## src/u1e_pkg.sv

```systemverilog
// Bus widths, settings address map, misc offsets, compat number and channel control word
package u1e_pkg;

   //////////////////////////////
   // Bus and sample widths
   localparam int HOST_DW  = 16;  // Host data
   localparam int HOST_AW  = 11;  // Host byte address
   localparam int SET_AW   = 8;
   localparam int SET_DW   = 32;
   localparam int ADC_W    = 12;
   localparam int SAMPLE_W = 32;  // I in upper half, Q in lower half

   //////////////////////////////
   // Settings address map
   localparam int SR_RX_DSP0     = 0;
   localparam int SR_CHAN_STRIDE = 2;   // +0 control, +1 overrun clear
   localparam int SR_REG_TEST32  = 60;
   localparam int SR_CLEAR_FIFO  = 61;

   //////////////////////////////
   // Host regions from address bits 10 to 7
   localparam logic [3:0] SLAVE_MISC     = 4'h0;
   localparam logic [3:0] SLAVE_READBACK = 4'h7;
   localparam logic [3:0] SLAVE_SETTINGS = 4'h8;  // Any code with the top bit set

   // Misc register byte offsets
   localparam logic [6:0] REG_CGEN_CTRL = 7'd4;  // out
   localparam logic [6:0] REG_CGEN_ST   = 7'd6;  // in
   localparam logic [6:0] REG_TEST      = 7'd8;  // out

   localparam logic [HOST_DW-1:0] MISC_DEFAULT = 16'hBEEF;

   // Bump when the register map changes
   localparam logic [SET_DW-1:0] COMPAT_NUM = {16'd9, 16'd4};  // major, minor

   // Channel control word, written raw and decoded by field
   typedef union packed {
      logic [SET_DW-1:0] raw;
      struct packed {
         logic        run;
         logic [22:0] rsvd;
         logic [7:0]  decim;  // Keep one sample in decim+1
      } f;
   } rx_ctrl_u;

endpackage

```

## src/settings_bus_16le.sv

```systemverilog
// Settings bus assembly from 16-bit halves, persistent test register and FIFO clear pulse
`timescale 1ns/1ps

module settings_bus_16le (
   input  logic                        wb_clk,
   input  logic                        wb_rst,
   input  logic                        set_wr_i,
   input  logic [u1e_pkg::HOST_AW-1:0] wb_adr_i,
   input  logic [u1e_pkg::HOST_DW-1:0] wb_dat_i,
   output logic                        set_stb_o,
   output logic [u1e_pkg::SET_AW-1:0]  set_addr_o,
   output logic [u1e_pkg::SET_DW-1:0]  set_data_o,
   output logic [u1e_pkg::SET_DW-1:0]  reg_test32_o,
   output logic                        clear_fifo_o
);

   logic [u1e_pkg::HOST_DW-1:0] low_half;
   u1e_pkg::rx_ctrl_u           set_word;
   logic                        hi_wr;

   assign hi_wr = set_wr_i & wb_adr_i[1];

   // Low half waits here until the high half arrives
   always_ff @(posedge wb_clk)
   begin
      if (set_wr_i & ~wb_adr_i[1])
         low_half <= wb_dat_i;
      if (hi_wr)
      begin
         set_addr_o   <= wb_adr_i[u1e_pkg::SET_AW+1:2];
         set_word.raw <= {wb_dat_i, low_half};
      end
   end

   always_ff @(posedge wb_clk)
   begin
      if (wb_rst)
         set_stb_o <= 1'b0;
      else
         set_stb_o <= hi_wr;  // One cycle pulse
   end

   assign set_data_o = set_word.raw;

   //////////////////////////////
   // Test register, survives reset so the host can tell a reload
   always_ff @(posedge wb_clk)
   begin
      if (set_stb_o && set_addr_o == u1e_pkg::SET_AW'(u1e_pkg::SR_REG_TEST32))
         reg_test32_o <= set_data_o;
   end

   always_ff @(posedge wb_clk)
   begin
      if (wb_rst)
         clear_fifo_o <= 1'b0;
      else
         clear_fifo_o <= set_stb_o &&
                         (set_addr_o == u1e_pkg::SET_AW'(u1e_pkg::SR_CLEAR_FIFO));
   end

endmodule

```

## config.mk

```make
export PLATFORM = sky130hd
export DESIGN_NAME = settings_bus_16le
export DESIGN_NICKNAME = d
export VERILOG_FILES = /design/src/u1e_pkg.sv /design/src/settings_bus_16le.sv
export SDC_FILE = /design/constraint.sdc
export NUM_CORES = 1
export LEC_CHECK = 0
export BUFFER_PORTS_ARGS = -buffer_cell sky130_fd_sc_hd__buf_2
export CORE_ASPECT_RATIO = 1.1
export CORE_MARGIN = 5
export CORE_UTILIZATION = 54
export CTS_BUF_LIST = sky130_fd_sc_hd__clkbuf_8
export CTS_CLUSTER_SIZE = 25
export DETAILED_ROUTE_END_ITERATION = 6
export PLACE_DENSITY = 0.88
export SYNTH_ARGS = -nofsm -noshare
export SYNTH_HDL_FRONTEND = slang
export SYNTH_SLANG_ARGS = --single-unit
export TNS_END_PERCENT = 50
```

## constraint.sdc

```tcl
create_clock -name wb_clk -period 7.2 [get_ports wb_clk]
set_input_delay 0.36 -clock wb_clk [delete_from_list [all_inputs] [get_ports wb_clk]]
set_output_delay 0.36 -clock wb_clk [all_outputs]
set_load 0.05 [all_outputs]
```

; ---- Word level (Yosys, flattened, before mapping)
; Index checks and enable logic that the tools add are counted.
[classes]
add_sub_neg = 0
mul = 0
div_mod_pow = 0
order_cmp = 0
n_eq_ne = 2
shifts = 0
mux = 0
n_bitwise = 3
reduce_logical = 2
[op_table]
columns = cell, count
row1 = "8-bit by 6-bit == test with 1-bit output, second input constant", 2
row2 = 1-bit bitwise AND, 2
row3 = 1-bit logical AND, 2
row4 = 1-bit NOT, 1
[totals]
ff_bits = 90
latch_bits = 0
ramBits = 0
romBits = 0
out_inout_bits = 74
wordCells = 13
mem_count = 0

; ---- Longest topological paths before layout
[depth]
ltp_word = 2
depth_mapped = 2
ltp_nobuf = 2

; ---- Worst setup path after synthesis
; No wires, ideal clock.
[synth_path]
path_type = reg2reg
startpoint = register set_addr_o[7] (netlist name)
endpoint = register reg_test32_o[0] (netlist name) (enable)
t_arrival_ns = 3.489
t_required_ns = 6.739
setup_slack_ns = 3.251
path_stages_with_launch = 3
path_buffers = 0
synth_period_minus_slack_ns = 3.949
path_cell_list = edfxtp_1 > or4b_1 > nor3_1
[synth_via]
elab_chain_len = 2
[synth_rtl]
columns = element, line_no
row1 = "start, declared", settings_bus_16le.sv:11  ; output logic [u1e_pkg::SET_AW-1:0] set_addr_o,
row2 = "start signal, assigned", settings_bus_16le.sv:30  ; set_addr_o <= wb_adr_i[u1e_pkg::SET_AW+1:2];
row3 = 8-bit by 6-bit == test with 1-bit output, settings_bus_16le.sv:49  ; if (set_stb_o && set_addr_o == u1e_pkg::SET_AW'(u1e_pkg::SR_REG_TEST32))
row4 = 1-bit logical AND, settings_bus_16le.sv:49
row5 = "end signal, assigned", settings_bus_16le.sv:50  ; reg_test32_o <= set_data_o;
row6 = "end, declared", settings_bus_16le.sv:13  ; output logic [u1e_pkg::SET_DW-1:0] reg_test32_o,
; No other way between the ends.
; A chain may end at the register's enable or synchronous reset.

; ---- Worst setup path after layout
[layout_path]
startpoint = register set_addr_o[7] (netlist name)
endpoint = register reg_test32_o[18] (netlist name) (enable)
; The elaborated chain is that of the path after synthesis.

==> impl_metrics.json <==
{
  "result_of_the_run": "completed",
  "maxSlewHeadroom_pct": 38.7,
  "final_max_slew_viol_count": 0,
  "max_clock_freq_mhz": 536,
  "final_hold_viol_count": 0,
  "max-cap-violations": 0,
  "timing.setup.tns_ns": 0,
  "first_global_vias": 1353,
  "grt_max_degree": 42,
  "worst_path_arrival_time_ns": 1.87,
  "synth_mux_area_share_pct": 0,
  "drt-wirelength-per-cell_um": 16.6,
  "final-setup-viol-count": 0,
  "grt_overflow": 0,
  "filler_cell_count": 308,
  "cts.repair.resized": 0,
  "mean_syn_cell_area_sq_um": 28.2,
  "rsz0062_at_grt": "false",
  "unique_masters_post_synth": 8,
  "critical_setup_path_kind": "register to register",
  "rows": 27,
  "synth-xor-area-share_pct": 0,
  "gr-usage-all-layers_pct": 14.6,
  "cts_inserted_buffers": 9,
  "synth_fa_ha_area_share_pct": 0,
  "finalHoldWorstSlack_ns": 0.189,
  "globalplace.congestion": 0.759,
  "static-leakage-power_uw": 0.00135,
  "ir_drop_mv": 0.199,
  "synth_edf_count": 88,
  "element_type_at_the_critical_path_end": "register",
  "worst_setup_hold_path_clk_slew_ns": 0.08,
  "power_per_cell_area_nw_per_um2": 280,
  "final_layout_size_suffix_gt1_share_pct": 55.3,
  "cts_sinks": 90,
  "synthDominantAreaCellType": "sky130_fd_sc_hd__edfxtp_1",
  "stdcell_area_sq_um": 3520,
  "simple_gate_fraction_of_synth_area_pct": 2.01,
  "place_inst": 257,
  "fin_worst_skew_ns": 0.00745,
  "htreeDepth": 3,
  "synth_commonest_cells": "88 x sky130_fd_sc_hd__edfxtp_1, 2 x sky130_fd_sc_hd__dfxtp_1, 2 x sky130_fd_sc_hd__nor2b_1",
  "synth_compound_area_share_pct": 0,
  "syn_inst": 97,
  "worstMarginPinSlew_ns": 0.920,
  "core_area_sq_um": 4970,
  "clk_path_buf_depth": 2,
  "detailroute.via_count": 1320,
  "critical_path_required_ns": 7.20,
  "cp-start-kind": "register",
  "clock_tree.root_cell": "sky130_fd_sc_hd__clkbuf_8",
  "ys_ff_latch": 90,
  "largest_family_of_logic_cells_by_synthesized_area": "simple AND/OR/NAND/NOR gates",
  "post_layout_nonfiller_instances": 273,
  "final_cycle_utilization_of_the_critical_path_pct": 25.9,
  "first_iter_violations": 85,
  "port_buffers": 101,
  "die_height_um": 84.7,
  "post_cts_hold_buffer_count": 0,
  "ys_dominant_reg_cell": "sky130_fd_sc_hd__edfxtp_1",
  "top_cells_by_area_synth": "sky130_fd_sc_hd__edfxtp_1 97%, sky130_fd_sc_hd__dfxtp_1 1.5%, sky130_fd_sc_hd__nor4b_2 0.55%, sky130_fd_sc_hd__nor2b_1 0.46%, sky130_fd_sc_hd__or4b_1 0.37%",
  "die-width_um": 77.9,
  "fraction_of_registers_with_async_set_reset_pct": 0,
  "proportion_of_synthesized_chip_area_in_sequential_cells_pct": 98.0,
  "drc": 0,
  "worstSkewPairLatency_ns": 0.34,
  "netlist_area_before_placement_sq_um": 2740,
  "vias_per_cell": 4.84,
  "start_util_pct": 55.1,
  "antenna_left": 0,
  "drt_first_pass_iters": 4,
  "critical_path_peak_fanout": 32,
  "io_pins": 104,
  "design.die.area_sq_um": 6600,
  "area.growth.synth_to_final_pct": 28.5,
  "num_antenna_cells": 0,
  "route.final.wire_length_mm": 4.54,
  "tritoncts": "built",
  "hold_class": "input port to register",
  "place_area_sq_um": 3330,
  "postCtsSetupBuffers": 0,
  "grt_pass1_wl_mm": 7.02,
  "synth.most_common_cell": "sky130_fd_sc_hd__edfxtp_1",
  "final_net_count": 240,
  "synth_top_area_share_pct": 96.5,
  "synthesis.yosys.warnings": 0,
  "net_count_after_synthesis": 127,
  "power.total_uw": 987,
  "number_of_antenna_violations_at_the_first_check_in_global_routing": 0,
  "post-route-min-period_ns": 1.87
}
-- where the power goes --
part	switching (uW)	internal (uW)	total (uW)
Clock	157	157	313
Sequential	6.96	596	603
Combinational	56.6	13.7	70.3
-- final timing paths --
kind                 start               end  slack [ns]  cells past startpoint
min            wb_adr_i[5]     set_addr_o[3]        0.19                      1
max          set_addr_o[7]  reg_test32_o[18]        5.33                      3
min reg2reg   low_half[15]    set_data_o[15]        0.42                      0
max reg2reg  set_addr_o[7]  reg_test32_o[18]        5.33                      3
-- cell families after synthesis --
family / after synthesis
AND/OR/NAND/NOR: 7
flip-flops: 90
-- routing by layer --
metal	GRT usage [%]	vias up	wire, um
met5	0	-	0
met4	8.76	0	121
met3	6.44	12	538
met2	24.1	76	2360
met1	15.2	611	1530
li1	-	621	-
-- metrics by stage --
step	setup WS [ns]	util (%)
finish	5.33	70.8
global route	5.21	70.8
CTS	5.30	70.8
detailed placement	5.32	67.1
global placement	5.34	67.1
floorplan	3.25	-
-- layout by cell type, fill, tap and decap left out --
cell type	count
sky130_fd_sc_hd__nor2b_2	1
sky130_fd_sc_hd__nor3_2	1
sky130_fd_sc_hd__bufinv_16	1
sky130_fd_sc_hd__buf_2	101
sky130_fd_sc_hd__nor4b_2	1
sky130_fd_sc_hd__nor2b_1	1
sky130_fd_sc_hd__clkbuf_8	9
sky130_fd_sc_hd__clkinvlp_4	1
sky130_fd_sc_hd__clkinv_2	1
sky130_fd_sc_hd__nand4_1	1
sky130_fd_sc_hd__edfxtp_1	88
sky130_fd_sc_hd__clkinv_4	1
sky130_fd_sc_hd__or4b_1	1
sky130_fd_sc_hd__dfxtp_1	2
sky130_fd_sc_hd__buf_4	1
sky130_fd_sc_hd__inv_1	2
sky130_fd_sc_hd__and2_2	1
sky130_fd_sc_hd__clkinv_1	1
-- final cells by class --
type / count / area, sq um / area share [%]
well taps: 58 / 72.6 / 2.06
flip-flops and latches: 90 / 2680 / 76.2
clock inverters: 7 / 62.6 / 1.78
repair buffers: 102 / 513 / 14.6
multi-input cells: 7 / 63.8 / 1.81
clock buffers: 9 / 124 / 3.52
-- state kept, by name (all words and copies together) (netlist names) --
name          cells
reg_test32_o     32
set_stb_o         1
clear_fifo_o      1
low_half         16
set_data_o       32
set_addr_o        8
-- critical path, cell delays in order, from the launching register on --
cell	delay, ns
sky130_fd_sc_hd__edfxtp_1	0.38
sky130_fd_sc_hd__or4b_1	0.59
sky130_fd_sc_hd__nor3_2	0.17
sky130_fd_sc_hd__buf_4	0.38
No activity file was read; power rests on OpenSTA's default activity.
