<file path="src/u1e_pkg.sv">
// Bus widths, settings address map, misc offsets, compat number and channel control word
package u1e_pkg;

   //////////////////////////////
   // Bus and sample widths
   localparam int HOST_DW  = 16;  // Host data
   localparam int HOST_AW  = 11;  // Host byte address
   localparam int SET_AW   = 8;
   localparam int SET_DW   = 32;
   localparam int ADC_W    = 12;
   localparam int SAMPLE_W = 32;  // I in upper half, Q in lower half

   //////////////////////////////
   // Settings address map
   localparam int SR_RX_DSP0     = 0;
   localparam int SR_CHAN_STRIDE = 2;   // +0 control, +1 overrun clear
   localparam int SR_REG_TEST32  = 60;
   localparam int SR_CLEAR_FIFO  = 61;

   //////////////////////////////
   // Host regions from address bits 10 to 7
   localparam logic [3:0] SLAVE_MISC     = 4'h0;
   localparam logic [3:0] SLAVE_READBACK = 4'h7;
   localparam logic [3:0] SLAVE_SETTINGS = 4'h8;  // Any code with the top bit set

   // Misc register byte offsets
   localparam logic [6:0] REG_CGEN_CTRL = 7'd4;  // out
   localparam logic [6:0] REG_CGEN_ST   = 7'd6;  // in
   localparam logic [6:0] REG_TEST      = 7'd8;  // out

   localparam logic [HOST_DW-1:0] MISC_DEFAULT = 16'hBEEF;

   // Bump when the register map changes
   localparam logic [SET_DW-1:0] COMPAT_NUM = {16'd9, 16'd4};  // major, minor

   // Channel control word, written raw and decoded by field
   typedef union packed {
      logic [SET_DW-1:0] raw;
      struct packed {
         logic        run;
         logic [22:0] rsvd;
         logic [7:0]  decim;  // Keep one sample in decim+1
      } f;
   } rx_ctrl_u;

endpackage

</file>
<file path="src/wb_regs_decode.sv">
// Host region decode, misc registers, 32-bit readback mux and read data steering
`timescale 1ns/1ps

module wb_regs_decode #(
   parameter int N_CHAN = 2
) (
   input  logic                        wb_clk,
   input  logic                        wb_rst,
   input  logic [u1e_pkg::HOST_AW-1:0] wb_adr_i,
   input  logic [u1e_pkg::HOST_DW-1:0] wb_dat_i,
   input  logic                        wb_we_i,
   input  logic                        wb_cyc_i,
   input  logic                        wb_stb_i,
   output logic [u1e_pkg::HOST_DW-1:0] wb_dat_o,
   output logic                        wb_ack_o,
   output logic                        set_wr_o,
   input  logic [u1e_pkg::SET_DW-1:0]  reg_test32_i,
   input  logic [N_CHAN-1:0]           overrun_i,
   input  logic [2:0]                  cgen_st_i,
   output logic                        cgen_sync_b_o,
   output logic                        cgen_ref_sel_o
);

   logic [3:0]                  region;
   logic                        hit;
   logic                        is_misc;
   logic                        is_rb;
   logic                        is_set;
   logic [6:0]                  misc_off;
   logic [3:0]                  rb_word;
   logic [u1e_pkg::HOST_DW-1:0] misc_data;
   logic [u1e_pkg::SET_DW-1:0]  rb_data;
   logic [u1e_pkg::HOST_DW-1:0] reg_cgen_ctrl;
   logic [u1e_pkg::HOST_DW-1:0] reg_test;

   assign region   = wb_adr_i[u1e_pkg::HOST_AW-1 -: 4];
   assign misc_off = wb_adr_i[6:0];
   assign rb_word  = wb_adr_i[5:2];
   assign hit      = wb_cyc_i & wb_stb_i;

   assign is_misc = (region == u1e_pkg::SLAVE_MISC);
   assign is_rb   = (region == u1e_pkg::SLAVE_READBACK);
   assign is_set  = |(region & u1e_pkg::SLAVE_SETTINGS);

   assign wb_ack_o = hit;  // Every slave answers at once
   assign set_wr_o = hit & wb_we_i & is_set;

   //////////////////////////////
   // Misc registers
   always_ff @(posedge wb_clk)
   begin
      if (wb_rst)
      begin
         reg_cgen_ctrl <= 16'd3;  // Sync released, ref select high
         reg_test      <= '0;
      end
      else if (hit & wb_we_i & is_misc)
      begin
         case (misc_off)
            u1e_pkg::REG_CGEN_CTRL : reg_cgen_ctrl <= wb_dat_i;
            u1e_pkg::REG_TEST      : reg_test      <= wb_dat_i;
            default                : ;
         endcase
      end
   end

   assign cgen_sync_b_o  = reg_cgen_ctrl[1];
   assign cgen_ref_sel_o = reg_cgen_ctrl[0];

   always_comb
   begin
      case (misc_off)
         u1e_pkg::REG_CGEN_CTRL : misc_data = reg_cgen_ctrl;
         u1e_pkg::REG_CGEN_ST   : misc_data = {13'd0, cgen_st_i};
         u1e_pkg::REG_TEST      : misc_data = reg_test;
         default                : misc_data = u1e_pkg::MISC_DEFAULT;
      endcase
   end

   //////////////////////////////
   // Readback mux
   always_comb
   begin
      case (rb_word)
         4'd0    : rb_data = reg_test32_i;
         4'd1    : rb_data = u1e_pkg::SET_DW'(overrun_i);  // Bit k is channel k
         4'd2    : rb_data = u1e_pkg::COMPAT_NUM;
         4'd3    : rb_data = u1e_pkg::SET_DW'(N_CHAN);
         default : rb_data = '0;
      endcase
   end

   // Read data steering, address bit 1 picks the high half
   always_comb
   begin
      if (is_misc)
         wb_dat_o = misc_data;
      else if (is_rb)
         wb_dat_o = wb_adr_i[1] ? rb_data[31:16] : rb_data[15:0];
      else
         wb_dat_o = '0;
   end

endmodule
</file>
<file path="config.mk">
export PLATFORM = sky130hd
export DESIGN_NAME = wb_regs_decode
export DESIGN_NICKNAME = d
export VERILOG_FILES = /design/src/u1e_pkg.sv /design/src/wb_regs_decode.sv
export SDC_FILE = /design/constraint.sdc
export NUM_CORES = 1
export LEC_CHECK = 0
export BUFFER_PORTS_ARGS = -buffer_cell sky130_fd_sc_hd__buf_2
export CORE_ASPECT_RATIO = 1.25
export CORE_UTILIZATION = 44
export DETAILED_ROUTE_END_ITERATION = 10
export PLACE_DENSITY = 0.84
export SYNTH_ARGS = -nofsm -noshare
export SYNTH_HDL_FRONTEND = slang
export SYNTH_SLANG_ARGS = --single-unit
export TNS_END_PERCENT = 10
</file>
<file path="constraint.sdc">
create_clock -name wb_clk -period 3.04 [get_ports wb_clk]
set_clock_uncertainty 0.1 [all_clocks]
set_input_delay 0.912 -clock wb_clk [delete_from_list [all_inputs] [get_ports wb_clk]]
set_output_delay 0.912 -clock wb_clk [all_outputs]
set_load 0.05 [all_outputs]
</file>
After elaboration in Yosys (flattened, before gate mapping)
Cells that the tools add are included.
- register bits after elaboration: 32
- input bits: 69
- bitwise gates (word level): 4
- multiplexer cells: 5
- eq/ne operators: 7
- reduce and logical (&&, ||, !) cells: 4
- operator list (kind ; count):
    $pmux W32 S4 ; 1
    $mux W16 ; 3
    $pmux W16 S3 ; 1
    $eq A7 B3 Y1 const B ; 2
    $eq A4 B2 Y1 const B ; 2
    $logic_not A4 Y1 ; 2
    $eq A7 B4 Y1 const B ; 1
    $and A1 B1 Y1 ; 4
    $eq A4 B1 Y1 const B ; 1
    $eq A4 B3 Y1 const B ; 1
    $reduce_and A2 Y1 ; 2

Longest topological paths before layout
- depth in word-level cells: 5
- mapped depth: 6
- depth with buffers taken out: 3

Least setup slack after synthesis
OpenSTA, ideal clock, no wires.
- kind: input port to output port
- from: input port wb_adr_i[2] (netlist bit)
- to: output port wb_dat_o[5] (netlist bit)
- stages on the path: 5
- data required time: 2028 ps
- arrival: 2425 ps
- buffers on the path: 2
- slack: -397 ps
- cells stage by stage: clkbuf_1 -> or4_1 -> clkbuf_1 -> nor3_1 -> a221o_1
- cells in the longest elaborated chain, start to end: 5
- RTL lines (element ; RTL line ; source):
    start: declaration ; wb_regs_decode.sv:9 ; input logic [u1e_pkg::HOST_AW-1:0] wb_adr_i,
    $eq A4 B2 Y1, or another cell as far along ; wb_regs_decode.sv:84 ; case (rb_word)
    $pmux W32 S4 ; wb_regs_decode.sv:84 ;
    $mux W16 ; wb_regs_decode.sv:99 ; wb_dat_o = wb_adr_i[1] ? rb_data[31:16] : rb_data[15:0];
    $mux W16 ; wb_regs_decode.sv:98 ; else if (is_rb)
    $mux W16 (*) ; wb_regs_decode.sv:96 ; if (is_misc)
    end: declaration ; wb_regs_decode.sv:14 ; output logic [u1e_pkg::HOST_DW-1:0] wb_dat_o,
Every way passes the cells marked *; elsewhere a longest branch is shown, timed or not.

Worst setup path in the final report
- from: input port wb_adr_i[5] (netlist bit)
- to: output port wb_dat_o[0] (netlist bit)
The elaborated chain is that of the path after synthesis.

==> qor.csv <==
stage,metric,value,unit
route,DR vias,2342,
sta,maximum clock frequency,294.9,MHz
min_path,hold crit path type,flop to flop,
floorplanning,die area,5247,µm²
worst_setup_path,CP startpoint kind,input port,
sta,min setup slack post-route,-0.3510,ns
route,Pre-Repair DR Iteration Count,4,
yosys,Synthesis Warnings,0,
placed_design,pre-CTS setup slack,-0.4029,ns
worst_setup_path,Critical Path Sink Type,output port,
clock_network,CTS buffer count,5,
power_and_ir_drop,cell area power density,326.2,nW/µm²
yosys,Seq cells post-synth,32,
worst_setup_path,Arrival @ worst endpoint,2.38,ns
floorplanning,Starting Density,0.4580,
floorplanning,# IOs,89,
route,metal3 WL,505,µm
yosys,Synth Area in Simple Gates,0.3154,
route,DRC viols,0,
power_and_ir_drop,worst IR drop on VDD,0.2171,mV
placed_design,dpl hpwl,4.951,mm
sta,RSZ-0062 raised after global routing,yes,
run,max-cap viol count,0,
yosys,Main synth FF type,dfxtp_1,
yosys,post-synthesis mux area share,0.2248,
worst_setup_path,crit path max fanout,5,
placed_design,PortBufs,88,
finish,Area Overhead vs Synth,44.84,%
finish,Diodes inserted,0,
floorplanning,Rows,28,
global_route,antenna violations before repair,0,
clock_network,H-Tree Depth,2,
route,Final Routed Wirelength,6.917,mm
worst_setup_path,Setup CP Type,input port to output port,
yosys,Post-Synth XOR/XNOR Area,0,
route,uppermost layer routed,met4,
sta,Final Hold Violating Endpoints,0,
clock_network,Clock Tree Root,clkbuf_8,
route,Metal-1 WL,2.702,mm
sta,crit share post-route,1.115,
clock_network,Clock Latency Late Sink,0.28,ns
clock_network,CTS max path bufs,2,
finish,post-layout util,0.6633,
placed_design,final RePlAce weighted congestion,0.8644,
finish,Final nets,415,
sta,Slew @ Worst Pin,0.6336,ns
yosys,"EDFF count, synth",0,
finish,layout cells sized above 1,0.4669,
sta,final setup vio count,16,
yosys,adder-cell share of the synthesized area,0,
floorplanning,chip width,64.99,µm
yosys,post-synthesis sequential area ratio,0.2936,
route,DR vias/cell,5.754,
global_route,largest net degree at the start of global routing,51,
route,WL met2,3.533,mm
yosys,combinational family with the most area after synthesis,simple AND/OR/NAND/NOR gates,
yosys,Mapped Nets,307,
yosys,Synth Instances,238,
global_route,GR Util All Layers,0.2689,
power_and_ir_drop,P_leak,1.428,nW
yosys,Synth Area in Compound Gates,0.1130,
yosys,share of the synthesized area in the top cell type,0.2936,
yosys,most area-hungry cell type in the Yosys netlist,dfxtp_1,
yosys,"top cells by area, synth","dfxtp_1, mux2i_1, nand2b_1, a221o_1, nor4b_1",
clock_network,CTS tree,done,
yosys,"Distinct cells, synth",31,
status,status,finished with violations,
route,Iteration-0 DRC Markers,73,
clock_network,Sink Count,32,
sta,slew margin rel.,0.5776,
global_route,first-pass GRT wire length,10.71,mm
floorplanning,Die H,80.74,µm
sta,crit path time final,3.391,ns
clock_network,clock-pin slew on the worst setup and hold paths,0.07,ns
sta,Slew Limit Fails,0,
route,Post-DRT Antenna Nets,0,
yosys,Syn Area/Cell,9.168,µm²
yosys,Netlist Area Pre-Place,2182,µm²
global_route,vias in the first global route,2326,
route,Wirelength per Cell,17.00,µm
status,failing checks,negative setup slack,
floorplanning,Core Area,4765,µm²
global_route,GRT overflow,0,
yosys,"FFs w/ async S/R, synth",0,
worst_setup_path,WP data required,2.03,ns
-- power by group --
group          switching [W]  total [W]  internal [W]
clock               0.000160   0.000402      0.000242
sequential      0.0000000139   0.000419      0.000419
combinational       0.000107   0.000210      0.000102
total               0.000268    0.00103      0.000763
-- cell usage after synthesis (2+ instances only) --
master    count
a221o_1      13
a32o_1        3
and2_1        2
and3_1        2
buf_2         2
buf_6         2
clkbuf_1     17
dfxtp_1      32
mux2i_1      49
nand2b_1     48
nand3_1       3
nor2_1        8
nor3_1       14
nor4_2        2
nor4b_1      10
o21ai_0      11
o32ai_1       2
or3_1         4
or4_4         2
-- final cells by class --
type / instances / area [µm²]
repair buffers: 123 / 822.0
clock buffers: 5 / 68.82
well taps: 60 / 75.07
clock inverters: 3 / 42.54
fillers: 407 / 1604
multi-input cells: 184 / 1511
flip-flops and latches: 32 / 640.6
-- kinds of logic after synthesis --
| logic type | count (synthesis) |
|---|---|
| AOI/OAI and AO/OA | 31 |
| muxes | 49 |
| DFF | 32 |
| and+or+nand+nor | 104 |
| buffers and inverters | 22 |
-- worst paths after layout --
kind                                      start                             to  slack (ns)  cells past startpoint
setup / recovery                    wb_adr_i[5]                    wb_dat_o[0]       -0.35                      5
hold / removal         reg_test[1]$_SDFFE_PP0P_       reg_test[1]$_SDFFE_PP0P_        0.38                      2
hold reg to reg        reg_test[1]$_SDFFE_PP0P_       reg_test[1]$_SDFFE_PP0P_        0.38                      2
setup reg to reg  reg_cgen_ctrl[1]$_SDFFE_PP1P_  reg_cgen_ctrl[1]$_SDFFE_PP1P_        2.29                      2
-- what timing repair did --
item                       CTS  global route
setup endpoints to repair   16            16
hold buffers                 0             0
setup buffers                1             2
pin swaps                    1             3
gates resized for setup     41             9
cloned                       1             0
-- stage by stage --
| stage | setup TNS, ns | total power, W | cells | cell area, µm² | hold slack [ns] |
|---|---|---|---|---|---|
| 2_1_floorplan | -1.983 | 0.0005316 | 238 | 2217 | 0.3443 |
| 3_3_place_gp | -5.363 | 0.0006145 | 395 | 2836 | 0.3589 |
| 3_5_place_dp | -5.652 | 0.0006184 | 395 | 2836 | 0.3638 |
| 4_1_cts | -4.196 | 0.001030 | 405 | 3108 | 0.3725 |
| 5_1_grt | -5.263 | 0.001070 | 407 | 3161 | 0.3794 |
| 6_report | -4.413 | 0.001031 | 407 | 3161 | 0.3762 |
-- metal layers --
| layer | track usage | vias up |
|---|---|---|
| met4 | 0.1244 | 0 |
| li1 | - | 1098 |
| met3 | 0.07303 | 17 |
| met5 | 0 | - |
| met1 | 0.3027 | 1124 |
| met2 | 0.4677 | 103 |
-- sequential cells by signal, indices dropped and copies added, names as in the netlist --
signal	count
reg_cgen_ctrl	16
reg_test	16
-- cells in the final DEF (no fill, tap or decap), types with 2 or more instances in the layout --
cell	Yosys	layout
buf_4	0	35
nor2_1	8	8
nor3_1	14	9
or4_4	2	3
o32ai_1	2	2
dfxtp_1	32	32
a221o_2	0	12
or3_1	4	4
buf_6	2	19
buf_2	2	69
nand3_1	3	2
nor3_2	0	4
nand2b_1	48	48
nor4_4	0	2
clkbuf_8	0	5
a32o_2	0	3
o21ai_0	11	10
mux2i_1	49	49
nor4b_1	10	10
and2_1	2	2
-- critical path: stages --
cell	delay, ns
buf_4	0.14
or4_4	0.52
or3_1	0.36
a32o_2	0.29
buf_6	0.15
Power figures use the tool's default switching activity.
