## src/u1e_pkg.sv

```systemverilog
// Bus widths, settings address map, misc offsets, compat number and channel control word
package u1e_pkg;

   //////////////////////////////
   // Bus and sample widths
   localparam int HOST_DW  = 16;  // Host data
   localparam int HOST_AW  = 11;  // Host byte address
   localparam int SET_AW   = 8;
   localparam int SET_DW   = 32;
   localparam int ADC_W    = 12;
   localparam int SAMPLE_W = 32;  // I in upper half, Q in lower half

   //////////////////////////////
   // Settings address map
   localparam int SR_RX_DSP0     = 0;
   localparam int SR_CHAN_STRIDE = 2;   // +0 control, +1 overrun clear
   localparam int SR_REG_TEST32  = 60;
   localparam int SR_CLEAR_FIFO  = 61;

   //////////////////////////////
   // Host regions from address bits 10 to 7
   localparam logic [3:0] SLAVE_MISC     = 4'h0;
   localparam logic [3:0] SLAVE_READBACK = 4'h7;
   localparam logic [3:0] SLAVE_SETTINGS = 4'h8;  // Any code with the top bit set

   // Misc register byte offsets
   localparam logic [6:0] REG_CGEN_CTRL = 7'd4;  // out
   localparam logic [6:0] REG_CGEN_ST   = 7'd6;  // in
   localparam logic [6:0] REG_TEST      = 7'd8;  // out

   localparam logic [HOST_DW-1:0] MISC_DEFAULT = 16'hBEEF;

   // Bump when the register map changes
   localparam logic [SET_DW-1:0] COMPAT_NUM = {16'd9, 16'd4};  // major, minor

   // Channel control word, written raw and decoded by field
   typedef union packed {
      logic [SET_DW-1:0] raw;
      struct packed {
         logic        run;
         logic [22:0] rsvd;
         logic [7:0]  decim;  // Keep one sample in decim+1
      } f;
   } rx_ctrl_u;

endpackage

```

## src/rx_dsp_chan.sv

```systemverilog
// Receive channel with control setting, decimator, sample FIFO and sticky overrun flag
`timescale 1ns/1ps

module rx_dsp_chan #(
   parameter int CHAN_BASE  = 0,
   parameter int FIFO_DEPTH = 4
) (
   input  logic                         wb_clk,
   input  logic                         wb_rst,
   input  logic                         set_stb_i,
   input  logic [u1e_pkg::SET_AW-1:0]   set_addr_i,
   input  logic [u1e_pkg::SET_DW-1:0]   set_data_i,
   input  logic                         clear_fifo_i,
   input  logic [u1e_pkg::ADC_W-1:0]    rx_i_i,
   input  logic [u1e_pkg::ADC_W-1:0]    rx_q_i,
   output logic [u1e_pkg::SAMPLE_W-1:0] chan_data_o,
   output logic                         chan_valid_o,
   input  logic                         chan_pop_i,
   output logic                         overrun_o
);

   localparam int PTR_W = (FIFO_DEPTH > 1) ? $clog2(FIFO_DEPTH) : 1;
   localparam int CNT_W = $clog2(FIFO_DEPTH + 1);
   localparam int PAD_W = u1e_pkg::SAMPLE_W / 2 - u1e_pkg::ADC_W;
   localparam logic [u1e_pkg::SET_AW-1:0] CTRL_ADDR    = u1e_pkg::SET_AW'(CHAN_BASE);
   localparam logic [u1e_pkg::SET_AW-1:0] OVR_CLR_ADDR = u1e_pkg::SET_AW'(CHAN_BASE + 1);

   u1e_pkg::rx_ctrl_u            ctrl;
   logic                         ctrl_wr;
   logic                         ovr_clr;
   logic [7:0]                   decim_cnt;
   logic                         capture;
   logic                         full;
   logic                         push;
   logic [u1e_pkg::SAMPLE_W-1:0] sample;
   logic [u1e_pkg::SAMPLE_W-1:0] mem [FIFO_DEPTH];
   logic [PTR_W-1:0]             wr_ptr;
   logic [PTR_W-1:0]             rd_ptr;
   logic [CNT_W-1:0]             count;

   function automatic logic [PTR_W-1:0] ptr_inc(input logic [PTR_W-1:0] p);
      return (p == PTR_W'(FIFO_DEPTH - 1)) ? '0 : p + 1'b1;
   endfunction

   assign ctrl_wr = set_stb_i && (set_addr_i == CTRL_ADDR);
   assign ovr_clr = set_stb_i && (set_addr_i == OVR_CLR_ADDR);

   //////////////////////////////
   // Control word and decimator
   always_ff @(posedge wb_clk)
   begin
      if (wb_rst)
      begin
         ctrl.raw  <= '0;
         decim_cnt <= '0;
      end
      else if (ctrl_wr)
      begin
         ctrl.raw  <= set_data_i;
         decim_cnt <= '0;  // Restart on every write
      end
      else if (ctrl.f.run)
         decim_cnt <= (decim_cnt == 8'd0) ? ctrl.f.decim : decim_cnt - 8'd1;
   end

   assign capture = ctrl.f.run & (decim_cnt == 8'd0);
   assign sample  = {rx_i_i, {PAD_W{1'b0}}, rx_q_i, {PAD_W{1'b0}}};

   //////////////////////////////
   // Sample FIFO
   assign full = (count == CNT_W'(FIFO_DEPTH));
   assign push = capture & ~full;

   always_ff @(posedge wb_clk)
   begin
      if (push)
         mem[wr_ptr] <= sample;
   end

   always_ff @(posedge wb_clk)
   begin
      if (wb_rst | clear_fifo_i)
      begin
         wr_ptr <= '0;
         rd_ptr <= '0;
         count  <= '0;
      end
      else
      begin
         if (push)
            wr_ptr <= ptr_inc(wr_ptr);
         if (chan_pop_i)
            rd_ptr <= ptr_inc(rd_ptr);
         count <= count + CNT_W'(push) - CNT_W'(chan_pop_i);
      end
   end

   assign chan_data_o  = mem[rd_ptr];
   assign chan_valid_o = (count != '0);

   // Sticky until the host clears it
   always_ff @(posedge wb_clk)
   begin
      if (wb_rst)
         overrun_o <= 1'b0;
      else if (capture & full)
         overrun_o <= 1'b1;
      else if (ovr_clr)
         overrun_o <= 1'b0;
   end

endmodule

```

## config.mk

```make
export PLATFORM = sky130hd
export DESIGN_NAME = rx_dsp_chan
export DESIGN_NICKNAME = d
export VERILOG_FILES = /design/src/u1e_pkg.sv /design/src/rx_dsp_chan.sv
export SDC_FILE = /design/constraint.sdc
export NUM_CORES = 1
export LEC_CHECK = 0
export BUFFER_PORTS_ARGS = -buffer_cell sky130_fd_sc_hd__buf_2
export CELL_PAD_IN_SITES_DETAIL_PLACEMENT = 0
export CELL_PAD_IN_SITES_GLOBAL_PLACEMENT = 1
export CORE_MARGIN = 10
export CORE_UTILIZATION = 49
export CTS_CLUSTER_DIAMETER = 80
export CTS_CLUSTER_SIZE = 28
export DETAILED_ROUTE_END_ITERATION = 8
export PLACE_DENSITY = 0.82
export SYNTH_ARGS = -nofsm -noshare
export SYNTH_HDL_FRONTEND = slang
export SYNTH_SLANG_ARGS = --single-unit
```

## constraint.sdc

```tcl
create_clock -name wb_clk -period 6.1 [get_ports wb_clk]
set_clock_uncertainty 0.05 [all_clocks]
set_input_delay 0.305 -clock wb_clk [delete_from_list [all_inputs] [get_ports wb_clk]]
set_output_delay 0.305 -clock wb_clk [all_outputs]
set_load 0.01 [all_outputs]
```

=== Word-level counts from Yosys, hierarchy flattened ===
Memories as Yosys holds them, arrays and structs flattened. A register that Yosys moved wholly into a read port is not among the register bits.
Cells that the tools add are included.
Widths: inputs -> output; s select.

* Memories: 1
* Register bits: 48
* Word-level logic and storage cells: 37
* RAM bits: 96

* Bitwise logic cells: 5
* Reductions and logical operators: 7
* Equality and inequality tests: 4
* Muxes and demuxes: 9
* Add/subtract/negate cells: 5

{| class="wikitable"
|+ Memories
! memory !! depth !! bits a word !! rd ports !! clocked after memory_dff !! wr ports !! line !! RTL
|-
| mem || 4 || 24 || 1 || 1 || 1 || rx_dsp_chan.sv:36 || <nowiki>logic [u1e_pkg::SAMPLE_W-1:0] mem [FIFO_DEPTH];</nowiki>
|}

{| class="wikitable"
|+ Operator list
! cell !! number
|-
| $logic_not 8->1 || 2
|-
| $eq 8x1->1 const B || 1
|-
| $mux 2 || 4
|-
| $mux 8 || 1
|-
| $sub 8x1->8 const B || 1
|-
| $add 2x1->2 const B || 2
|-
| $eq 2x2->1 const B || 2
|-
| $mux 1 || 4
|-
| $add 3x1->3 || 1
|-
| $and 1x1->1 || 3
|-
| $eq 3x3->1 const B || 1
|-
| $reduce_bool 3->1 || 1
|-
| $sub 3x1->3 || 1
|-
| $logic_and 1x1->1 || 2
|-
| $reduce_bool 2->1 || 1
|-
| $reduce_or 2->1 || 1
|-
| $not 1->1 || 1
|-
| $or 1x1->1 || 1
|}

=== Longest topological paths before layout ===
Gate-level depths: netlist of the first run.

* Word-level depth: 5
* Depth in mapped cells: 10
* Mapped depth without buffers: 10

=== Least setup slack after synthesis of the first run ===
Ideal clock, no wire load.

* Path kind: reg-to-reg
* Start point: register decim_cnt[0]
* End point: memory mem[3][0] (netlist bit) (enable)
* Path slack: 3.603 ns
* Clock period less this slack: 2.497 ns
* Cell stages (with the launch flop): 6
* Arrival time: 2.064 ns
* Cells stage by stage: dfxtp_1 inv_1 ha_1 or4b_4 nor3_2 and2_1

* Longest elaborated chain between the ends: 5

{| class="wikitable"
|+ RTL lines
! what !! line !! RTL
|-
| from (decl) || rx_dsp_chan.sv:31 || <nowiki>logic [7:0] decim_cnt;</nowiki>
|-
| from (signal assigned) || rx_dsp_chan.sv:63 || <nowiki>decim_cnt <= (decim_cnt == 8'd0) ? ctrl.f.decim : decim_cnt - 8'd1;</nowiki>
|-
| $logic_not 8->1 || rx_dsp_chan.sv:66 || <nowiki>assign capture = ctrl.f.run & (decim_cnt == 8'd0);</nowiki>
|-
| $and 1x1->1 || rx_dsp_chan.sv:66 ||
|-
| $and 1x1->1 || rx_dsp_chan.sv:72 || <nowiki>assign push = capture & ~full;</nowiki>
|-
| named net push || rx_dsp_chan.sv:34 || <nowiki>logic push;</nowiki>
|-
| $mux 1 || rx_dsp_chan.sv:76 || <nowiki>if (push)</nowiki>
|-
| $mux 1 (implied by the code) || rx_dsp_chan.sv:77 || <nowiki>mem[wr_ptr] <= sample;</nowiki>
|-
| to (decl) || rx_dsp_chan.sv:36 ||
|}

The timed path passes the listed nets, and every way through them passes these cells.

=== Final worst setup path of the first run ===
* Start point: register decim_cnt[0]
* End point: memory mem[2][17] (netlist bit) (enable)

The elaborated chain is that of the path after synthesis.

==> results of run 1 <==
==> timing repair <==
item                                    CTS  global route
endpoints found under the setup margin    0             0
setup buffers                             0             0
hold buffers                             32             0
hold endpoints to repair                104             0
==> registers in the layout (all words and copies together), names as in the netlist, named ones only <==
signal and cells:
overrun_o 1, decim_cnt 8, count 3, wr_ptr 2, rd_ptr 2, ctrl 9, mem 96
==> worst min-delay path, cell delays in order <==
cell     delay [ns]
buf_2          0.08
mux2i_1        0.06
nor2_1         0.08
==> cell families after synthesis <==
kind of cell | share of synthesized area
adder cells (fa/ha/maj) | 0.0273
XOR/XNOR | 0.00360
AO/OA/AOI/OAI | 0.0214
other | 0.000771
flip-flops | 0.704
multiplexers | 0.145
AND/OR/NAND/NOR | 0.0687
buffers and inverters | 0.0298
==> where the power goes <==
group	switching [mW]	total (mW)	internal [mW]
clock	0.351	0.975	0.623
sequential	0.00599	0.911	0.905
combinational	0.0316	0.0747	0.0430
total	0.389	1.96	1.57
==> routing by layer <==
metal / vias to the layer above / part of all wire
met5: - / 0
met3: 6 / 0.055
met1: 1327 / 0.43
met4: 0 / 0.0083
met2: 74 / 0.51
li1: 1298 / -
==> area by class of cell <==
cell class                 instances  area share
timing repair buffer             109       0.115
inverter                           9     0.00540
multi-input combinational        132       0.211
tap                              133      0.0266
clock buffer                      18      0.0668
sequential                       123       0.547
clock inverter                    14      0.0274
==> final timing paths <==
check | slack, ns | to | cells past startpoint
min reg2reg | 0.44 | overrun_o | 2
max | 3.32 | mem[2][17] | 6
max reg2reg | 3.32 | mem[2][17] | 6
min | 0.02 | ctrl[5] | 3
==> metrics by stage <==
| stage | util | instances | power [mW] |
|---|---|---|---|
| after floorplan | - | 283 | 0.960 |
| after global placement | 0.550 | 474 | 0.984 |
| after detailed placement | 0.550 | 474 | 0.987 |
| after CTS | 0.643 | 538 | 1.98 |
| after global routing | 0.643 | 538 | 2.03 |
| final | 0.643 | 538 | 1.96 |
==> layout by cell type (no fill, tap or decap), types with 2 or more instances in the layout <==
cell           instances
clkinv_2               2
edfxtp_1              96
or2_2                  2
nand2b_1               2
dlygate4sd3_1         32
inv_1                  9
nor3_1                 2
nor3b_1                2
mux2_2                 2
clkbuf_16             16
ha_1                   9
nor2_1                22
a311oi_1               3
buf_4                  6
or3_1                  2
a32oi_1                2
mux2i_1               14
clkinv_4               4
a21oi_1                3
conb_1                 8
bufinv_16              3
a31oi_1                4
nor2b_1                3
dfxtp_1               26
inv_6                  2
or3_2                  3
nand2_1                5
mux4_2                24
and2_1                 4
nand3_1                3
clkinvlp_4             2
buf_2                 71
==> results.yml, run 1 <==
outcome:
  status: "finished, final reports clean"
cells_and_area:
  fillCellCount: 704
  multi_input_area_um2: 1320
  area_growth_pct: 28.6
  antenna_cells: 0
  design_area_um2: 6260
  seq_area_um2: 3420
  nets: 471
  drive_above_1_share: 0.358
critical_path:
  rr_startpoint: "decim_cnt[0]"
  path_class: "flop to flop"
  crit_family: "simple AND/OR/NAND/NOR gates"
  path_max_fanout: 14
  crit_path_top_delay_cell: "and2_1"
  crit_chain: "inv_1 > ha_1 > or4b_4 > nor3_2 > and2_1 > buf_4"
  max_stage_delay_ns: 0.55
  crit_start: "decim_cnt[0]"
  crit_buf_inv: 2
  cp.required_ns: 6.24
  cp-end-kind: "flop"
  start_kind: "flop"
  arrival_ns: 2.92
synthesis:
  syn_inst: 276
  synthFlopType: "edfxtp_1"
  yosys.area.top_type: "edfxtp_1"
  synth_top_cell_area_share: 0.593
  netlist_area_um2: 4860
  synth_edf_count: 96
  postSynth.asyncResetShare: 0
  ys_top_cells_by_count: "edfxtp_1, dfxtp_1, mux4_2"
  ys_ff_latch: 123
  yosys_warnings: 0
  ys_seq_area_frac: 0.704
  synth_cell_types: 40
  synthTopCellsByArea: "edfxtp_1, dfxtp_1, mux4_2"
  syn_area_per_cell_um2: 17.6
  yosysMostFrequentCell: "edfxtp_1"
global_route:
  grt_pass1_wl_um: 14800
  grt_util_met3: 0.0502
  antenna_found_initial: 0
  grt_pass1_vias: 2875
  overflow: 0
  grt.busiest_layer: "met2"
  track_usage: 0.132
  met2_usage: 0.216
  met1_usage: 0.157
  grt_max_degree: 25
clocking:
  cts_buffers: 17
  cts.htree.levels: 4
  insertion_delay_ns: 0.50
  clock_path_buffers: 2
  ctsResizeCount: 0
  clk_pin_slew_worst_paths_ns: 0.06
  cts_tree: "done"
  numClockSinks: 123
  root_buffer: "clkbuf_8"
floorplanning:
  dieWidth_um: 120
  io_pins: 103
  fp.coreArea_um2: 9730
  start_util: 0.500
  dieArea_um2: 14300
  fp.dieH_um: 120
  rows: 36
routing:
  postRouteAntennaNets: 0
  drc: 0
  wire_per_inst_um: 17.0
  via_per_inst: 5.03
  wl_um: 9130
  first_pass_iters: 4
  vias: 2705
  drt_iter0_drc: 145
placement:
  gp_congestion: 0.743
  preCtsSetupSlack_ns: 3.27
  port_buffers: 71
  dpl_cell_area_um2: 5350
  hpwl_um: 5670
min_path:
  worstHoldPathType: "input pin to flop"
  hp-start: "set_data_i[5]"
timing:
  setup_viol: 0
  final_hold_viol_count: 0
  fmax_mhz: 359
  slew_viol_final: 0
  slew_headroom: 0.418
  rsz0062_at_grt: "false"
  tns_ns: 0
  fin_crit_sh: 0.456
  worstMarginPinSlew_ns: 0.873
  period_minus_slack_ns: 2.78
  whs_ns: 0.0236
  setup_slack_ns: 3.32
job:
  maxCapViolCount: 0
pwr:
  powerDensity_nw_per_um2: 313
  leakage_nw: 2.25
  vdd_drop_max_mv: 0.168
Note: power is estimated with default switching activity, not from simulation.
==> run 2, diff against run 1 <==
CORE_UTILIZATION = 41   (was 49)
PLACE_DENSITY = 0.73   (was 0.82)
clock period = 2.5 ns   (was 6.1 ns; I/O delays follow)
==> results.yml, run 2 (synthesis gave the netlist of run 1 again) <==
outcome:
  status: "finished, final reports clean"
pwr:
  powerDensity_nw_per_um2: 723
  comb_power_share: 0.042
  p_seq_frac: 0.474
  vdd_drop_max_mv: 0.334
  power_switching_mw: 0.917
  leakage_nw: 2.37
  p_int_mw: 3.76
  pwr-share-clk: 0.484
  p_sw_frac: 0.196
timing:
  fmax_mhz: 433
  fin_crit_sh: 0.925
  rsz0062_at_grt: "false"
  final_hold_viol_count: 0
  period_minus_slack_ns: 2.31
  setup_viol: 0
  slew_headroom: 0.552
  slew_viol_final: 0
  tns_ns: 0
  worstMarginPinSlew_ns: 0.666
clocking:
  numClockSinks: 123
  clk_pin_slew_worst_paths_ns: 0.05
  insertion_delay_ns: 0.41
  clock_path_buffers: 2
  cts_buffers: 17
  cts_tree: "done"
  cts.htree.levels: 4
  root_buffer: "clkbuf_16"
cells_and_area:
  nets: 491
  layout_commonest_cell: "edfxtp_1"
  layout_common_cells: "edfxtp_1, buf_2, dlygate4sd3_1"
  antenna_cells: 0
  top_register: "mem"
  area_growth_pct: 33.1
  fin_cells: 568
  drive_above_1_share: 0.360
  fillCellCount: 899
  largest_reg_flops: 96
  top_regs: "mem: 96 flops, ctrl: 9 flops, decim_cnt: 8 flops"
placement:
  hpwl_um: 6280
  dp.cells: 492
  gp_congestion: 0.768
  port_buffers: 71
critical_path:
  start_kind: "flop"
  arrival_ns: 2.56
  r2r_cells: 10
  cp-end-kind: "flop"
  path_class: "flop to flop"
  cp.required_ns: 2.75
  path_max_fanout: 3
floorplanning:
  dieArea_um2: 16600
  fp.dieH_um: 129
  fp.coreArea_um2: 11500
  rows: 39
  io_pins: 103
  start_util: 0.422
  dieWidth_um: 129
routing:
  wire_per_inst_um: 16.5
  postRouteAntennaNets: 0
  wl_um: 9380
  vias: 2794
  via_per_inst: 4.92
  first_pass_iters: 6
  drc: 0
  drt_iter0_drc: 89
global_route:
  overflow: 0
  grt_pass1_vias: 3035
  grt_pass1_wl_um: 15400
  track_usage: 0.122
  antenna_found_initial: 0
  grt_max_degree: 25
min_path:
  worstHoldPathType: "input pin to flop"
  hold_depth: 3
job:
  maxCapViolCount: 0
[run 2: changes by cell type in the layout (fill, tap and decap cells not counted), moves of 2 or more]
cell / previous run / this run
clkinv_2: 2 / 5
buf_4: 6 / 11
clkinv_1: 1 / 4
clkinv_4: 4 / 2
buf_12: 0 / 4
inv_6: 2 / 0
dlygate4sd3_1: 32 / 43
[run 2: area by class of cell]
cell class              count  area [um^2]  area share
flip-flops and latches    123         3420       0.529
multi-input cells         132         1330       0.205
repair buffers            129          948       0.147
clock buffers              17          425      0.0657
well taps                 143          179      0.0276
clock inverters            15          133      0.0205
inverters                   9         33.8     0.00522
[run 2: power groups by stage]
stage | combinational, mW | sequential (mW) | clock (mW)
2_1_floorplan | 0.0892 | 2.25 | 0
3_3_place_gp | 0.150 | 2.26 | 0
3_5_place_dp | 0.155 | 2.26 | 0
4_1_cts | 0.197 | 2.22 | 2.32
5_1_grt | 0.215 | 2.22 | 2.42
6_report | 0.195 | 2.22 | 2.26
[run 2: what timing repair did]
item / 4_1_cts / 5_1_grt
endpoints found under the setup margin: 0 / 1
gates resized for setup: 0 / 2
hold buffers: 43 / 0
endpoints found under the hold margin: 106 / 0
setup buffers: 0 / 1
[run 2: worst paths after layout]
check / from / to / slack (ns)
max: decim_cnt[0] / count[2] / 0.19
min: clear_fifo_i / count[0] / 0.02
max reg2reg: decim_cnt[0] / count[2] / 0.19
min reg2reg: overrun_o / overrun_o / 0.44
[run 2: metal layers]
metal | vias to the layer above | wire length, um | global-route usage
met4 | 0 | 74 | 0.0522
met2 | 89 | 4520 | 0.196
met5 | - | 0 | 0
met3 | 7 | 690 | 0.0550
met1 | 1365 | 4090 | 0.139
li1 | 1333 | - | -
[run 2: through the flow]
stage               hold WS [ns]  power (mW)  utilization  cell area [um^2]  setup WS, ns
global route              0.0330        4.85        0.562              6470        0.0329
CTS                      0.00333        4.74        0.561              6460        0.0408
global placement           0.287        2.41        0.475              5470         0.111
detailed placement         0.293        2.41        0.475              5470        0.0642
floorplan                  0.174        2.34            -              4890       0.00340
finish                    0.0201        4.68        0.562              6470         0.188
[run 2: critical path, stage by stage, from the launching register on]
cell	delay [ns]
dfxtp_1	0.33
inv_2	0.07
ha_1	0.16
or4b_4	0.49
nor3_4	0.16
ha_1	0.17
inv_1	0.05
fa_1	0.36
xor2_1	0.17
xnor2_1	0.14
nor2_1	0.05
==> run 3, diff against run 2 <==
CORE_UTILIZATION = 49   (was 41)
PLACE_DENSITY = 0.85   (was 0.73)
SLEW_MARGIN = 20   (was unset)
clock period = 2.8 ns   (was 2.5 ns; I/O delays follow)
==> results.yml, run 3 (synthesis gave the netlist of run 1 again) <==
clocking:
  insertion_delay_ns: 0.50
  numClockSinks: 123
  cts_tree: "done"
  clk_pin_slew_worst_paths_ns: 0.06
  cts.htree.levels: 4
  root_buffer: "clkbuf_8"
  cts_buffers: 17
  ctsResizeCount: 0
  clock_path_buffers: 2
  postCtsSetupBuffers: 0
  ctsHoldBuffers: 46
floorplanning:
  io_pins: 103
  fp.dieH_um: 120
  rows: 36
  fp.coreArea_um2: 9730
  dieArea_um2: 14300
  dieWidth_um: 120
  start_util: 0.500
routing:
  first_pass_iters: 4
  vias: 2871
  wl_met3_um: 685
  met1_length_um: 3790
  drt_iter0_drc: 160
  dr_wl_met2_um: 5250
  wire_per_inst_um: 17.9
  drc: 0
  dr.max_layer_used: "met4"
  wl_um: 9940
  postRouteAntennaNets: 0
  via_per_inst: 5.16
timing:
  tns_ns: 0
  setup_slack_ns: 0.389
  slew_viol_final: 0
  worstMarginPinSlew_ns: 0.626
  fin_crit_sh: 0.861
  final_hold_viol_count: 0
  fmax_mhz: 415
  rsz0062_at_grt: "false"
  period_minus_slack_ns: 2.41
  whs_ns: 0.332
  setup_viol: 0
  slew_headroom: 0.579
critical_path:
  path_max_fanout: 3
  crit_path_top_delay_cell: "or4b_4"
  cp.required_ns: 3.15
  crit_buf_inv: 2
  path_class: "flop to flop"
  start_kind: "flop"
  max_stage_delay_ns: 0.51
  arrival_ns: 2.76
  crit_chain: "inv_1 > ha_1 > or4b_4 > nor3_2 > ha_1 > inv_1 > fa_1 > xor2_1 > xnor2_1 > nor2_1"
  crit_family: "simple AND/OR/NAND/NOR gates"
  cp-end-kind: "flop"
cells_and_area:
  nets: 488
  top_regs: "mem: 96 flops, ctrl: 9 flops, decim_cnt: 8 flops"
  top_register: "mem"
  layout_common_cells: "edfxtp_1, buf_2, dlygate4sd3_1"
  area_growth_pct: 32.7
  drive_above_1_share: 0.346
  layout_commonest_cell: "edfxtp_1"
  largest_reg_flops: 96
global_route:
  grt_pass1_vias: 3117
  grt_pass1_wl_um: 15900
  antenna_found_initial: 1
  grt_max_degree: 25
  overflow: 0
  track_usage: 0.143
outcome:
  status: "finished, final reports clean"
pwr:
  powerDensity_nw_per_um2: 654
  p_total_mw: 4.22
  leakage_nw: 2.35
  vdd_drop_max_mv: 0.296
placement:
  gp_congestion: 0.738
  preCtsSetupSlack_ns: 0.374
  hpwl_um: 5980
  port_buffers: 71
min_path:
  worstHoldPathType: "input pin to flop"
job:
  maxCapViolCount: 0
==> run 3: cell types whose count changed in the layout (fill, tap and decap cells not counted), moves of 2 or more <==
cell and change:
clkinv_2 -2, dlygate4sd3_1 +3, clkinv_4 -2, buf_4 -6, clkinvlp_4 +3
==> run 3: final cells by class <==
type | count | area [um^2]
clock inverter | 14 | 154
multi-input combinational | 132 | 1320
fill | 667 | 3280
timing repair buffer | 126 | 933
tap | 133 | 166
inverter | 9 | 33.8
antenna | 1 | 2.50
sequential | 123 | 3420
clock buffer | 18 | 418
==> run 3: per-stage QoR <==
| step | area [um^2] | utilization | std cells |
|---|---|---|---|
| finish | 6450 | 0.663 | 556 |
| global route | 6450 | 0.663 | 556 |
| CTS | 6450 | 0.663 | 555 |
| detailed placement | 5420 | 0.557 | 477 |
| global placement | 5420 | 0.557 | 477 |
| floorplan | 4890 | - | 283 |
==> run 3: path summary, 6_finish.rpt <==
kind	cells after the start	slack, ns	startpoint	end
setup / recovery	10	0.39	decim_cnt[0]	count[2]
hold / removal	2	0.33	rx_i_i[6]	mem[3][18]
setup reg to reg	10	0.39	decim_cnt[0]	count[2]
hold reg to reg	2	0.46	ctrl[1]	decim_cnt[1]
==> run 3: layer usage <==
| metal | vias to the layer above | track usage |
|---|---|---|
| li1 | 1326 | - |
| met1 | 1423 | 0.152 |
| met2 | 107 | 0.249 |
| met3 | 15 | 0.0553 |
| met4 | 0 | 0.0626 |
| met5 | - | 0 |
==> run 3: worst reg2reg max path: stages (launching register included) <==
cell and delay [ns]:
dfxtp_1 0.32, inv_1 0.09, ha_1 0.17, or4b_4 0.51
nor3_2 0.22, ha_1 0.17, inv_1 0.05, fa_1 0.36
xor2_1 0.17, xnor2_1 0.13, nor2_1 0.05
==> run 3: where the power goes <==
part | internal (mW) | switching, mW | total (mW)
combinational | 0.0985 | 0.0805 | 0.179
clock | 1.34 | 0.733 | 2.07
sequential | 1.97 | 0.00384 | 1.98
total | 3.41 | 0.817 | 4.22
